--- src/frv_pkg.sv ---
/*
 * Shared definitions for the RV32I integer pipeline.
 * Widths, opcode and funct constants, micro-ops and the stage payloads.
 */

package frv_pkg;

    localparam int XLEN = 32;                  // Data and address width

    typedef logic [XLEN-1:0] word_t;           // Data or address word
    typedef logic [4:0]      reg_addr_t;       // GPR index
    typedef logic [31:0]     instr_t;          // Raw instruction word

    // ----------------------------------------------------------------------
    // Major opcodes and funct fields of the kept instructions

    localparam logic [6:0] OPC_OP     = 7'b0110011;
    localparam logic [6:0] OPC_OP_IMM = 7'b0010011;
    localparam logic [6:0] OPC_LUI    = 7'b0110111;
    localparam logic [6:0] OPC_BRANCH = 7'b1100011;
    localparam logic [6:0] OPC_JAL    = 7'b1101111;

    localparam logic [2:0] F3_ADD_SUB = 3'b000;  // Also ADDI
    localparam logic [2:0] F3_XOR     = 3'b100;
    localparam logic [2:0] F3_OR      = 3'b110;
    localparam logic [2:0] F3_AND     = 3'b111;
    localparam logic [2:0] F3_BEQ     = 3'b000;
    localparam logic [2:0] F3_BNE     = 3'b001;

    localparam logic [6:0] F7_BASE    = 7'b0000000;
    localparam logic [6:0] F7_SUB     = 7'b0100000;

    // ----------------------------------------------------------------------
    // Micro-ops, nine of them so 4 bits wide

    typedef enum logic [3:0] {
        UOP_ADD,
        UOP_SUB,
        UOP_AND,
        UOP_OR,
        UOP_XOR,
        UOP_PASS_B,                            // LUI
        UOP_BEQ,
        UOP_BNE,
        UOP_JAL
    } uop_t;

    // Decode to execute
    typedef struct packed {
        reg_addr_t rd;
        logic      rd_wen;
        uop_t      uop;
        word_t     opr_a;                      // rs1, or zero for LUI
        word_t     opr_b;                      // rs2 or immediate
        word_t     opr_c;                      // Branch or JAL offset
    } decoded_t;

    // Execute to writeback
    typedef struct packed {
        reg_addr_t rd;
        logic      rd_wen;
        word_t     wdata;
        logic      cf_taken;                   // Branch taken or JAL
        word_t     cf_target;
    } result_t;

endpackage

--- src/frv_stage_if.sv ---
/*
 * Stage boundary between two pipeline stages.
 * A one-cycle valid level with the pc, the instruction word and a payload.
 */

`timescale 1ns/10ps

interface frv_stage_if import frv_pkg::*; #(
    parameter type payload_t = logic
) ();

    logic     valid;                           // Item present this cycle
    word_t    pc;                              // PC of the item
    instr_t   instr;                           // Carried for the trace
    payload_t data;                            // Stage specific payload

    modport source (output valid, pc, instr, data);
    modport sink   (input  valid, pc, instr, data);

endinterface

--- src/frv_fetch.sv ---
/*
 * Fetch stage. Keeps the PC, runs the imem req/gnt and recv/ack strobes
 * with one request in flight, and registers the fetched word for decode.
 */

`timescale 1ns/10ps

module frv_fetch import frv_pkg::*; #(
    parameter word_t FRV_PC_RESET_VALUE = 32'h8000_0000
) (
    input  logic   g_clk,
    input  logic   reset,
    input  logic   cf_req,                     // Redirect from writeback
    input  word_t  cf_target,
    output logic   imem_req,
    output word_t  imem_addr,
    input  logic   imem_gnt,
    input  logic   imem_recv,
    output logic   imem_ack,
    input  word_t  imem_rdata,
    output logic   s1_valid,
    output word_t  s1_pc,
    output instr_t s1_instr
);

    word_t pc_q;                               // Next address to request
    logic  wait_q;                             // Granted, response pending
    logic  drop_q;                             // Pending response is stale
    word_t pc_n;                               // PC after any redirect
    logic  raise;                              // Start a new request

    assign pc_n     = cf_req ? cf_target : pc_q;
    assign raise    = !imem_req && !wait_q;    // Earliest the cycle after ack
    assign imem_ack = wait_q && imem_recv;     // Always take the word

    // ----------------------------------------------------------------------
    // Request and response control

    always_ff @(posedge g_clk) begin
        if (reset) begin
            pc_q     <= FRV_PC_RESET_VALUE;
            imem_req <= 1'b0;
            wait_q   <= 1'b0;
            drop_q   <= 1'b0;
            s1_valid <= 1'b0;
        end else begin
            if (imem_req && imem_gnt) begin
                imem_req <= 1'b0;
                wait_q   <= 1'b1;
                if (cf_req || drop_q) begin
                    pc_q <= pc_n;              // Stale grant keeps the redirect
                end else begin
                    pc_q <= imem_addr + 32'd4;
                end
            end else begin
                pc_q     <= pc_n;
            end
            if (raise) begin
                imem_req <= 1'b1;
            end
            if (imem_ack) begin
                wait_q   <= 1'b0;
            end
            // A redirect orphans whatever is raised or still to return
            if (cf_req) begin
                drop_q   <= imem_req || (wait_q && !imem_recv);
            end else if (imem_ack) begin
                drop_q   <= 1'b0;
            end
            s1_valid <= imem_ack && !drop_q && !cf_req;
        end
    end

    // ----------------------------------------------------------------------
    // Address and fetched word

    always_ff @(posedge g_clk) begin
        if (raise) begin
            imem_addr <= pc_n;                 // Held until grant
        end
        if (imem_ack) begin
            s1_pc     <= imem_addr;            // Word paired with its address
            s1_instr  <= imem_rdata;
        end
    end

endmodule

--- src/frv_decode.sv ---
/*
 * Decode stage. Splits the instruction into fields and immediates, maps it
 * to a micro-op, reads the GPRs with forwarding and registers the result.
 */

`timescale 1ns/10ps

module frv_decode import frv_pkg::*; (
    input  logic       g_clk,
    input  logic       reset,
    input  logic       s1_valid,
    input  word_t      s1_pc,
    input  instr_t     s1_instr,
    output reg_addr_t  rs1_addr,
    output reg_addr_t  rs2_addr,
    input  word_t      rs1_rdata,
    input  word_t      rs2_rdata,
    input  logic       fwd_valid,              // Execute stage result
    input  reg_addr_t  fwd_rd,
    input  word_t      fwd_wdata,
    input  logic       gpr_wen,                // Writeback stage result
    input  reg_addr_t  gpr_rd,
    input  word_t      gpr_wdata,
    input  logic       cf_req,                 // Flush
    frv_stage_if.source s2
);

    logic [6:0] opcode;
    logic [2:0] funct3;
    logic [6:0] funct7;
    word_t      imm_i;
    word_t      imm_b;
    word_t      imm_j;
    word_t      imm_u;
    word_t      rs1_fwd;
    word_t      rs2_fwd;
    decoded_t   dec;

    assign opcode   = s1_instr[6:0];
    assign funct3   = s1_instr[14:12];
    assign funct7   = s1_instr[31:25];
    assign rs1_addr = s1_instr[19:15];
    assign rs2_addr = s1_instr[24:20];

    assign imm_i = {{20{s1_instr[31]}}, s1_instr[31:20]};
    assign imm_b = {{19{s1_instr[31]}}, s1_instr[31], s1_instr[7],
                    s1_instr[30:25], s1_instr[11:8], 1'b0};
    assign imm_j = {{11{s1_instr[31]}}, s1_instr[31], s1_instr[19:12],
                    s1_instr[20], s1_instr[30:21], 1'b0};
    assign imm_u = {s1_instr[31:12], 12'b0};

    // ----------------------------------------------------------------------
    // Operand forwarding, youngest producer first

    function automatic word_t fwd_sel(input reg_addr_t addr, input word_t rdata);
        logic nz;
        nz = |addr;                            // x0 never forwards
        if (nz && fwd_valid && fwd_rd == addr) begin
            return fwd_wdata;
        end else if (nz && gpr_wen && gpr_rd == addr) begin
            return gpr_wdata;
        end
        return rdata;
    endfunction

    always_comb begin
        rs1_fwd = fwd_sel(rs1_addr, rs1_rdata);
        rs2_fwd = fwd_sel(rs2_addr, rs2_rdata);
    end

    // ----------------------------------------------------------------------
    // Micro-op mapping, anything unknown becomes a no-write ADD

    always_comb begin
        dec.rd     = s1_instr[11:7];
        dec.rd_wen = 1'b0;
        dec.uop    = UOP_ADD;
        dec.opr_a  = rs1_fwd;
        dec.opr_b  = rs2_fwd;
        dec.opr_c  = imm_b;
        case (opcode)
            OPC_OP: begin
                dec.rd_wen = (funct7 == F7_BASE) ||
                             (funct7 == F7_SUB && funct3 == F3_ADD_SUB);
                case (funct3)
                    F3_ADD_SUB: dec.uop = (funct7 == F7_SUB) ? UOP_SUB : UOP_ADD;
                    F3_XOR:     dec.uop = UOP_XOR;
                    F3_OR:      dec.uop = UOP_OR;
                    F3_AND:     dec.uop = UOP_AND;
                    default:    dec.rd_wen = 1'b0;   // Shifts and compares
                endcase
            end
            OPC_OP_IMM: begin
                dec.rd_wen = funct3 == F3_ADD_SUB;   // ADDI only
                dec.opr_b  = imm_i;
            end
            OPC_LUI: begin
                dec.rd_wen = 1'b1;
                dec.uop    = UOP_PASS_B;
                dec.opr_a  = '0;
                dec.opr_b  = imm_u;
            end
            OPC_BRANCH: begin
                if (funct3 == F3_BEQ) begin
                    dec.uop = UOP_BEQ;
                end else if (funct3 == F3_BNE) begin
                    dec.uop = UOP_BNE;
                end
            end
            OPC_JAL: begin
                dec.rd_wen = 1'b1;
                dec.uop    = UOP_JAL;
                dec.opr_c  = imm_j;
            end
            default: begin
                dec.rd_wen = 1'b0;
            end
        endcase
    end

    // ----------------------------------------------------------------------
    // Decode/execute register

    always_ff @(posedge g_clk) begin
        if (reset) begin
            s2.valid <= 1'b0;
        end else begin
            s2.valid <= s1_valid && !cf_req;   // Younger than the redirect
        end
    end

    always_ff @(posedge g_clk) begin
        s2.pc    <= s1_pc;
        s2.instr <= s1_instr;
        s2.data  <= dec;
    end

endmodule

--- src/frv_execute.sv ---
/*
 * Execute stage. ALU, branch compare and target adder. Presents its
 * unregistered result for forwarding and registers it for writeback.
 */

`timescale 1ns/10ps

module frv_execute import frv_pkg::*; (
    input  logic       g_clk,
    input  logic       reset,
    input  logic       cf_req,                 // Flush
    output logic       fwd_valid,
    output reg_addr_t  fwd_rd,
    output word_t      fwd_wdata,
    frv_stage_if.sink   s2,
    frv_stage_if.source s3
);

    word_t   alu;                              // Result for rd
    logic    eq;                               // Branch compare
    result_t res;

    always_comb begin
        case (s2.data.uop)
            UOP_ADD:    alu = s2.data.opr_a + s2.data.opr_b;
            UOP_SUB:    alu = s2.data.opr_a - s2.data.opr_b;
            UOP_AND:    alu = s2.data.opr_a & s2.data.opr_b;
            UOP_OR:     alu = s2.data.opr_a | s2.data.opr_b;
            UOP_XOR:    alu = s2.data.opr_a ^ s2.data.opr_b;
            UOP_PASS_B: alu = s2.data.opr_b;
            UOP_JAL:    alu = s2.pc + 32'd4;   // Link value
            default:    alu = '0;              // Branches write nothing
        endcase
    end

    assign eq = s2.data.opr_a == s2.data.opr_b;

    assign res.rd        = s2.data.rd;
    assign res.rd_wen    = s2.data.rd_wen;
    assign res.wdata     = alu;
    assign res.cf_taken  = (s2.data.uop == UOP_BEQ &&  eq) ||
                           (s2.data.uop == UOP_BNE && !eq) ||
                           (s2.data.uop == UOP_JAL);
    assign res.cf_target = s2.pc + s2.data.opr_c;

    // Forwarding view of the result being computed
    assign fwd_valid = s2.valid && s2.data.rd_wen;
    assign fwd_rd    = s2.data.rd;
    assign fwd_wdata = alu;

    // ----------------------------------------------------------------------
    // Execute/writeback register

    always_ff @(posedge g_clk) begin
        if (reset) begin
            s3.valid <= 1'b0;
        end else begin
            s3.valid <= s2.valid && !cf_req;
        end
    end

    always_ff @(posedge g_clk) begin
        s3.pc    <= s2.pc;
        s3.instr <= s2.instr;
        s3.data  <= res;
    end

endmodule

--- src/frv_writeback.sv ---
/*
 * Writeback stage. Writes the GPRs, raises the control flow change that
 * redirects fetch and flushes younger stages, and registers the trace.
 */

`timescale 1ns/10ps

module frv_writeback import frv_pkg::*; (
    input  logic       g_clk,
    input  logic       reset,
    output logic       gpr_wen,
    output reg_addr_t  gpr_rd,
    output word_t      gpr_wdata,
    output logic       cf_req,
    output word_t      cf_target,
    output logic       trs_valid,
    output word_t      trs_pc,
    output instr_t     trs_instr,
    output reg_addr_t  trs_rd,
    output word_t      trs_wdata,
    frv_stage_if.sink   s3
);

    // No write to x0
    assign gpr_wen   = s3.valid && s3.data.rd_wen && |s3.data.rd;
    assign gpr_rd    = s3.data.rd;
    assign gpr_wdata = s3.data.wdata;

    // Single flush source for the whole pipe
    assign cf_req    = s3.valid && s3.data.cf_taken;
    assign cf_target = s3.data.cf_target;

    // ----------------------------------------------------------------------
    // Retirement trace, one cycle after writeback

    always_ff @(posedge g_clk) begin
        if (reset) begin
            trs_valid <= 1'b0;
        end else begin
            trs_valid <= s3.valid;
        end
    end

    always_ff @(posedge g_clk) begin
        trs_pc    <= s3.pc;
        trs_instr <= s3.instr;
        trs_rd    <= gpr_wen ? gpr_rd    : '0; // Zero when nothing written
        trs_wdata <= gpr_wen ? gpr_wdata : '0;
    end

endmodule

--- src/frv_gprs.sv ---
/*
 * General purpose registers x1 to x31, x0 reads as zero.
 * Two combinational reads, one write port.
 */

`timescale 1ns/10ps

module frv_gprs import frv_pkg::*; (
    input  logic      g_clk,
    input  logic      reset,
    input  reg_addr_t rs1_addr,
    output word_t     rs1_data,
    input  reg_addr_t rs2_addr,
    output word_t     rs2_data,
    input  logic      rd_wen,
    input  reg_addr_t rd_addr,
    input  word_t     rd_data
);

    word_t regs [1:31];                        // No storage for x0

    // Old value during a write cycle, decode forwards around it
    assign rs1_data = (rs1_addr == '0) ? '0 : regs[rs1_addr];
    assign rs2_data = (rs2_addr == '0) ? '0 : regs[rs2_addr];

    always_ff @(posedge g_clk) begin
        if (reset) begin
            for (int i = 1; i < 32; i++) begin
                regs[i] <= '0;
            end
        end else if (rd_wen && rd_addr != '0) begin
            regs[rd_addr] <= rd_data;
        end
    end

endmodule

--- src/frv_pipeline.sv ---
/*
 * Top level of the four stage RV32I pipeline.
 * Fetch, decode, execute and writeback around the GPR file.
 */

`timescale 1ns/10ps

module frv_pipeline import frv_pkg::*; #(
    parameter word_t FRV_PC_RESET_VALUE = 32'h8000_0000
) (
    input  logic      g_clk,
    input  logic      reset,
    output logic      imem_req,                // Instruction fetch bus
    output word_t     imem_addr,
    input  logic      imem_gnt,
    input  logic      imem_recv,
    output logic      imem_ack,
    input  word_t     imem_rdata,
    output logic      trs_valid,               // Retirement trace
    output word_t     trs_pc,
    output instr_t    trs_instr,
    output reg_addr_t trs_rd,
    output word_t     trs_wdata
);

    logic      cf_req;                         // Redirect and flush
    word_t     cf_target;
    logic      s1_valid;                       // Fetch to decode
    word_t     s1_pc;
    instr_t    s1_instr;
    reg_addr_t rs1_addr;
    reg_addr_t rs2_addr;
    word_t     rs1_rdata;
    word_t     rs2_rdata;
    logic      fwd_valid;                      // Execute forward
    reg_addr_t fwd_rd;
    word_t     fwd_wdata;
    logic      gpr_wen;                        // Writeback forward and write
    reg_addr_t gpr_rd;
    word_t     gpr_wdata;

    frv_stage_if #(.payload_t(decoded_t)) s2_if ();
    frv_stage_if #(.payload_t(result_t))  s3_if ();

    // ----------------------------------------------------------------------
    // Stages

    frv_fetch #(
        .FRV_PC_RESET_VALUE(FRV_PC_RESET_VALUE)
    ) i_fetch (
        .g_clk, .reset, .cf_req, .cf_target,
        .imem_req, .imem_addr, .imem_gnt, .imem_recv, .imem_ack, .imem_rdata,
        .s1_valid, .s1_pc, .s1_instr
    );

    frv_decode i_decode (
        .g_clk, .reset, .s1_valid, .s1_pc, .s1_instr,
        .rs1_addr, .rs2_addr, .rs1_rdata, .rs2_rdata,
        .fwd_valid, .fwd_rd, .fwd_wdata,
        .gpr_wen, .gpr_rd, .gpr_wdata, .cf_req,
        .s2 (s2_if.source)
    );

    frv_execute i_execute (
        .g_clk, .reset, .cf_req,
        .fwd_valid, .fwd_rd, .fwd_wdata,
        .s2 (s2_if.sink),
        .s3 (s3_if.source)
    );

    frv_writeback i_writeback (
        .g_clk, .reset, .gpr_wen, .gpr_rd, .gpr_wdata, .cf_req, .cf_target,
        .trs_valid, .trs_pc, .trs_instr, .trs_rd, .trs_wdata,
        .s3 (s3_if.sink)
    );

    frv_gprs i_gprs (
        .g_clk, .reset,
        .rs1_addr, .rs1_data (rs1_rdata),
        .rs2_addr, .rs2_data (rs2_rdata),
        .rd_wen  (gpr_wen),
        .rd_addr (gpr_rd),
        .rd_data (gpr_wdata)
    );

endmodule

--- config.mk ---
export PLATFORM = sky130hd
export DESIGN_NAME = frv_pipeline
export DESIGN_NICKNAME = d
export VERILOG_FILES = /design/src/frv_pkg.sv /design/src/frv_stage_if.sv /design/src/frv_fetch.sv /design/src/frv_decode.sv /design/src/frv_execute.sv /design/src/frv_writeback.sv /design/src/frv_gprs.sv /design/src/frv_pipeline.sv
export SDC_FILE = /design/constraint.sdc
export NUM_CORES = 2
export LEC_CHECK = 0
export ABC_CLOCK_PERIOD_IN_PS = 8550
export BUFFER_PORTS_ARGS = -buffer_cell sky130_fd_sc_hd__buf_2
export CORE_AREA = 8 8 384 386
export CTS_BUF_LIST = sky130_fd_sc_hd__clkbuf_8
export CTS_CLUSTER_DIAMETER = 40
export DETAILED_ROUTE_END_ITERATION = 8
export DIE_AREA = 0 0 392 394
export PLACE_DENSITY = 0.76
export RECOVER_POWER = 50
export SLEW_MARGIN = 20
export SYNTH_ARGS = -nofsm -noshare
export SYNTH_HDL_FRONTEND = slang
export SYNTH_SLANG_ARGS = --single-unit
--- constraint.sdc ---
create_clock -name g_clk -period 8.55 [get_ports g_clk]
set_clock_uncertainty 0.2 [all_clocks]
set_input_delay 0.855 -clock g_clk [delete_from_list [all_inputs] [get_ports g_clk]]
set_output_delay 0.855 -clock g_clk [all_outputs]
set_load 0.005 [all_outputs]
==> out/qor.txt <==
Inst Count DP: 7311
Number of remaining DRC errors: 0
Clock root cell: clkbuf_8
Num CTS Buffers: 285
Max Cap Viol: 61
Async set-or-reset flop fraction in the synthesized netlist: 0%
Drt pass-1 iters: 6
Setup bufs post-CTS: 0
Largest net degree at the start of global routing: 130
Synth Flop Type: edfxtp_1
Starting Density: 54.8%
Depth of the CTS H-tree: 5
EDFF count, synth: 1120
Worst R2R Start: i_execute.s3.instr[11]
Power Dens Cells: 216 nW/µm²
Hpwl dp: 152000 µm
Max FO, Critical Path: 33
Via density: 6.51
Worst min-delay path class: reg2reg
Share of layout cells above drive strength 1: 21.3%
Worst-skew pair later-pin latency: 1.00 ns
Crit. End Element: flip-flop
RSZ-0062 raised after global routing: false
I/O pins: 172
WL/cell: 30.7 µm
Leading post-synthesis cells by cell area: edfxtp_1 (44%), mux4_2 (19%), dfxtp_1 (11%)
Avg Cell Area, Syn: 13.8 µm²
Total Power: 0.0184 W
Via count: 51.0k
First-pass GRT wire length: 345000 µm
Post-CTS sizing: 0
Leak: 31.4 nW
TNS Setup: 0 ns
Failing checks: max-capacitance violations, max-slew violations
Clock slew at reported path FFs: 0.06 ns
CP startpoint: reset
Req. time, crit path: 8.92 ns
Max Freq: 176 MHz
Post-synth top area cell: edfxtp_1
Headroom to the max-slew limit: -174%
Die Span Y: 394 µm
Max Buffers Root-to-Sink: 4
CTS Sinks: 1545
Largest stage delay on the critical path: 2.36 ns
FP Rows: 138
Post-synthesis sequential area ratio: 54.6%
Maximum vdd ir drop: 0.000165 V
Setup crit start kind: primary input
Synth warn: 0
GPL Wtd Cong: 0.950
Number of hold buffers added after CTS: 34
Initial antenna violation count: 6
Endpoints failing hold: 0
GRT Overall Usage: 30.5%
Grt total ovfl: 0
Mapped Area: 77200 µm²
DR iter-0 viols: 6503
Tmin final: 5.68 ns
Top-count cell post-synth: edfxtp_1
Critical path cell sequence: buf_2 -> clkbuf_1 -> nand3b_1 -> nor2_1 -> or2_2
Crit path kind: in2reg
Setup Viol. Count Final: 0
Vias in the first global route: 50.9k
Synth top area share: 43.5%
Core box area: 141000 µm²
Cell Count, Final, Fillers Out: 7837
Final nets: 5918
Fill cell total of the finished layout: 10.6k
Slew @ Worst Pin: 4.12 ns
Buffers added on ports: 171
Final worst-path cycle share: 66.5%
Worst Hold Launch: i_decode.s2.instr[17]
Critical path data arrival time: 6.05 ns
Slowest CP cell: nor2_1
Final ANT Viol Nets: 0
Synthesized netlist cell count: 5587
CTS tree: built
Status: complete, but fails checks
Die width: 392 µm
Max-slew violation count: 2165
Seq cells post-synth: 1545
DRT Wirelength: 241000 µm
Layout overhead on the synthesized area: 10.3%
Post-synth cell types: 95
Synth cell count leaders: edfxtp_1 (1120), and2_1 (1038), mux4_2 (640)
Die Area: 154000 µm²
## power breakdown
| part | switching, W | leakage [nW] | internal [W] |
|---|---|---|---|
| Sequential | 0.000462 | 15.0 | 0.00841 |
| Combinational | 0.00172 | 13.3 | 0.000848 |
| Clock | 0.00315 | 3.07 | 0.00380 |
| Total | 0.00533 | 31.4 | 0.0131 |
## metrics by stage
stage | hold WS (ns) | worst slack (ns) | cell area (µm²) | utilization, %
after floorplan | 0.110 | 5.02 | 77400 | -
after global placement | 0.110 | 3.77 | 79700 | 56.6
after detailed placement | 0.112 | 3.57 | 79700 | 56.6
after CTS | 0.122 | 3.51 | 85500 | 60.7
after global routing | 0.124 | 2.60 | 85200 | 60.5
final | 0.124 | 2.87 | 85200 | 60.5
## per-layer routing
| layer | track usage [%] | part of all wire (%) | vias up | wire [µm] |
|---|---|---|---|---|
| met5 | 0 | 0 | - | 0 |
| met4 | 17.5 | 7.1 | 0 | 17200 |
| met3 | 8.97 | 12 | 727 | 29500 |
| met2 | 46.7 | 45 | 3489 | 109000 |
| met1 | 38.7 | 35 | 25500 | 85100 |
| li1 | - | - | 21300 | - |
## worst paths after layout
path | end | depth (start not counted) | slack, ns
min | i_execute.s3.instr[17] | 0 | 0.12
max reg2reg | i_gprs.regs[12][8] | 5 | 2.87
max | i_gprs.regs[7][30] | 5 | 2.87
min reg2reg | i_execute.s3.instr[17] | 0 | 0.12
## layout make-up
cell class	count	area [µm²]	share of cell area [%]
well taps	1890	2360	2.77
inverters	138	518	0.608
multi-input cells	3465	32900	38.6
clock inverters	168	1090	1.28
clock buffers	320	4400	5.17
repair buffers	310	1790	2.10
flip-flops and latches	1545	42200	49.5
diodes	1	2.50	0.00294
## state kept, by name (all words and copies together), names as in the netlist, 5 cells and up, named ones only
register	flops
i_decode.s2.instr	31
i_fetch.s1_pc	32
i_decode.s2.pc	32
i_writeback.trs_rd	5
i_execute.s3.pc	32
i_gprs.regs	1024
i_writeback.trs_wdata	32
i_writeback.trs_instr	32
i_fetch.imem_addr	32
i_writeback.trs_pc	32
i_execute.s3.data	65
i_execute.s3.instr	32
i_fetch.s1_instr	32
i_decode.s2.data	83
i_fetch.pc_q	32
## critical path, delay by kind of cell
family / cells / cell delay [ns]
buf+inv: 2 / 0.80
simple gates: 3 / 4.27
## cells by family (layout without fill, tap and decap cells)
kind of cell | after synthesis | count (layout) | share of synthesized area (%)
simple gates | 1833 | 1833 | 13.3
compound gates | 633 | 633 | 5.66
flops | 1545 | 1545 | 54.6
fa+ha+maj | 137 | 137 | 2.25
xor+xnor | 101 | 101 | 1.15
buf+inv | 608 | 936 | 3.22
mux | 729 | 729 | 19.8
other cells | 1 | 33 | 0.00486
## placed cells by master, fill, tap and decap left out, drive strengths merged, types with 47 or more instances in the layout
cell,instances
a211oi,49
a21oi,161
a221oi,55
and2,1038
buf,111
clkbuf,485
clkinv,66
dfxtp,425
edfxtp,1120
ha,134
inv,216
mux2i,74
mux4,640
nand2,214
nand3,57
nor2,268
o21ai,110
xnor2,47
xor2,54
No activity file was read; power rests on OpenSTA's default activity.
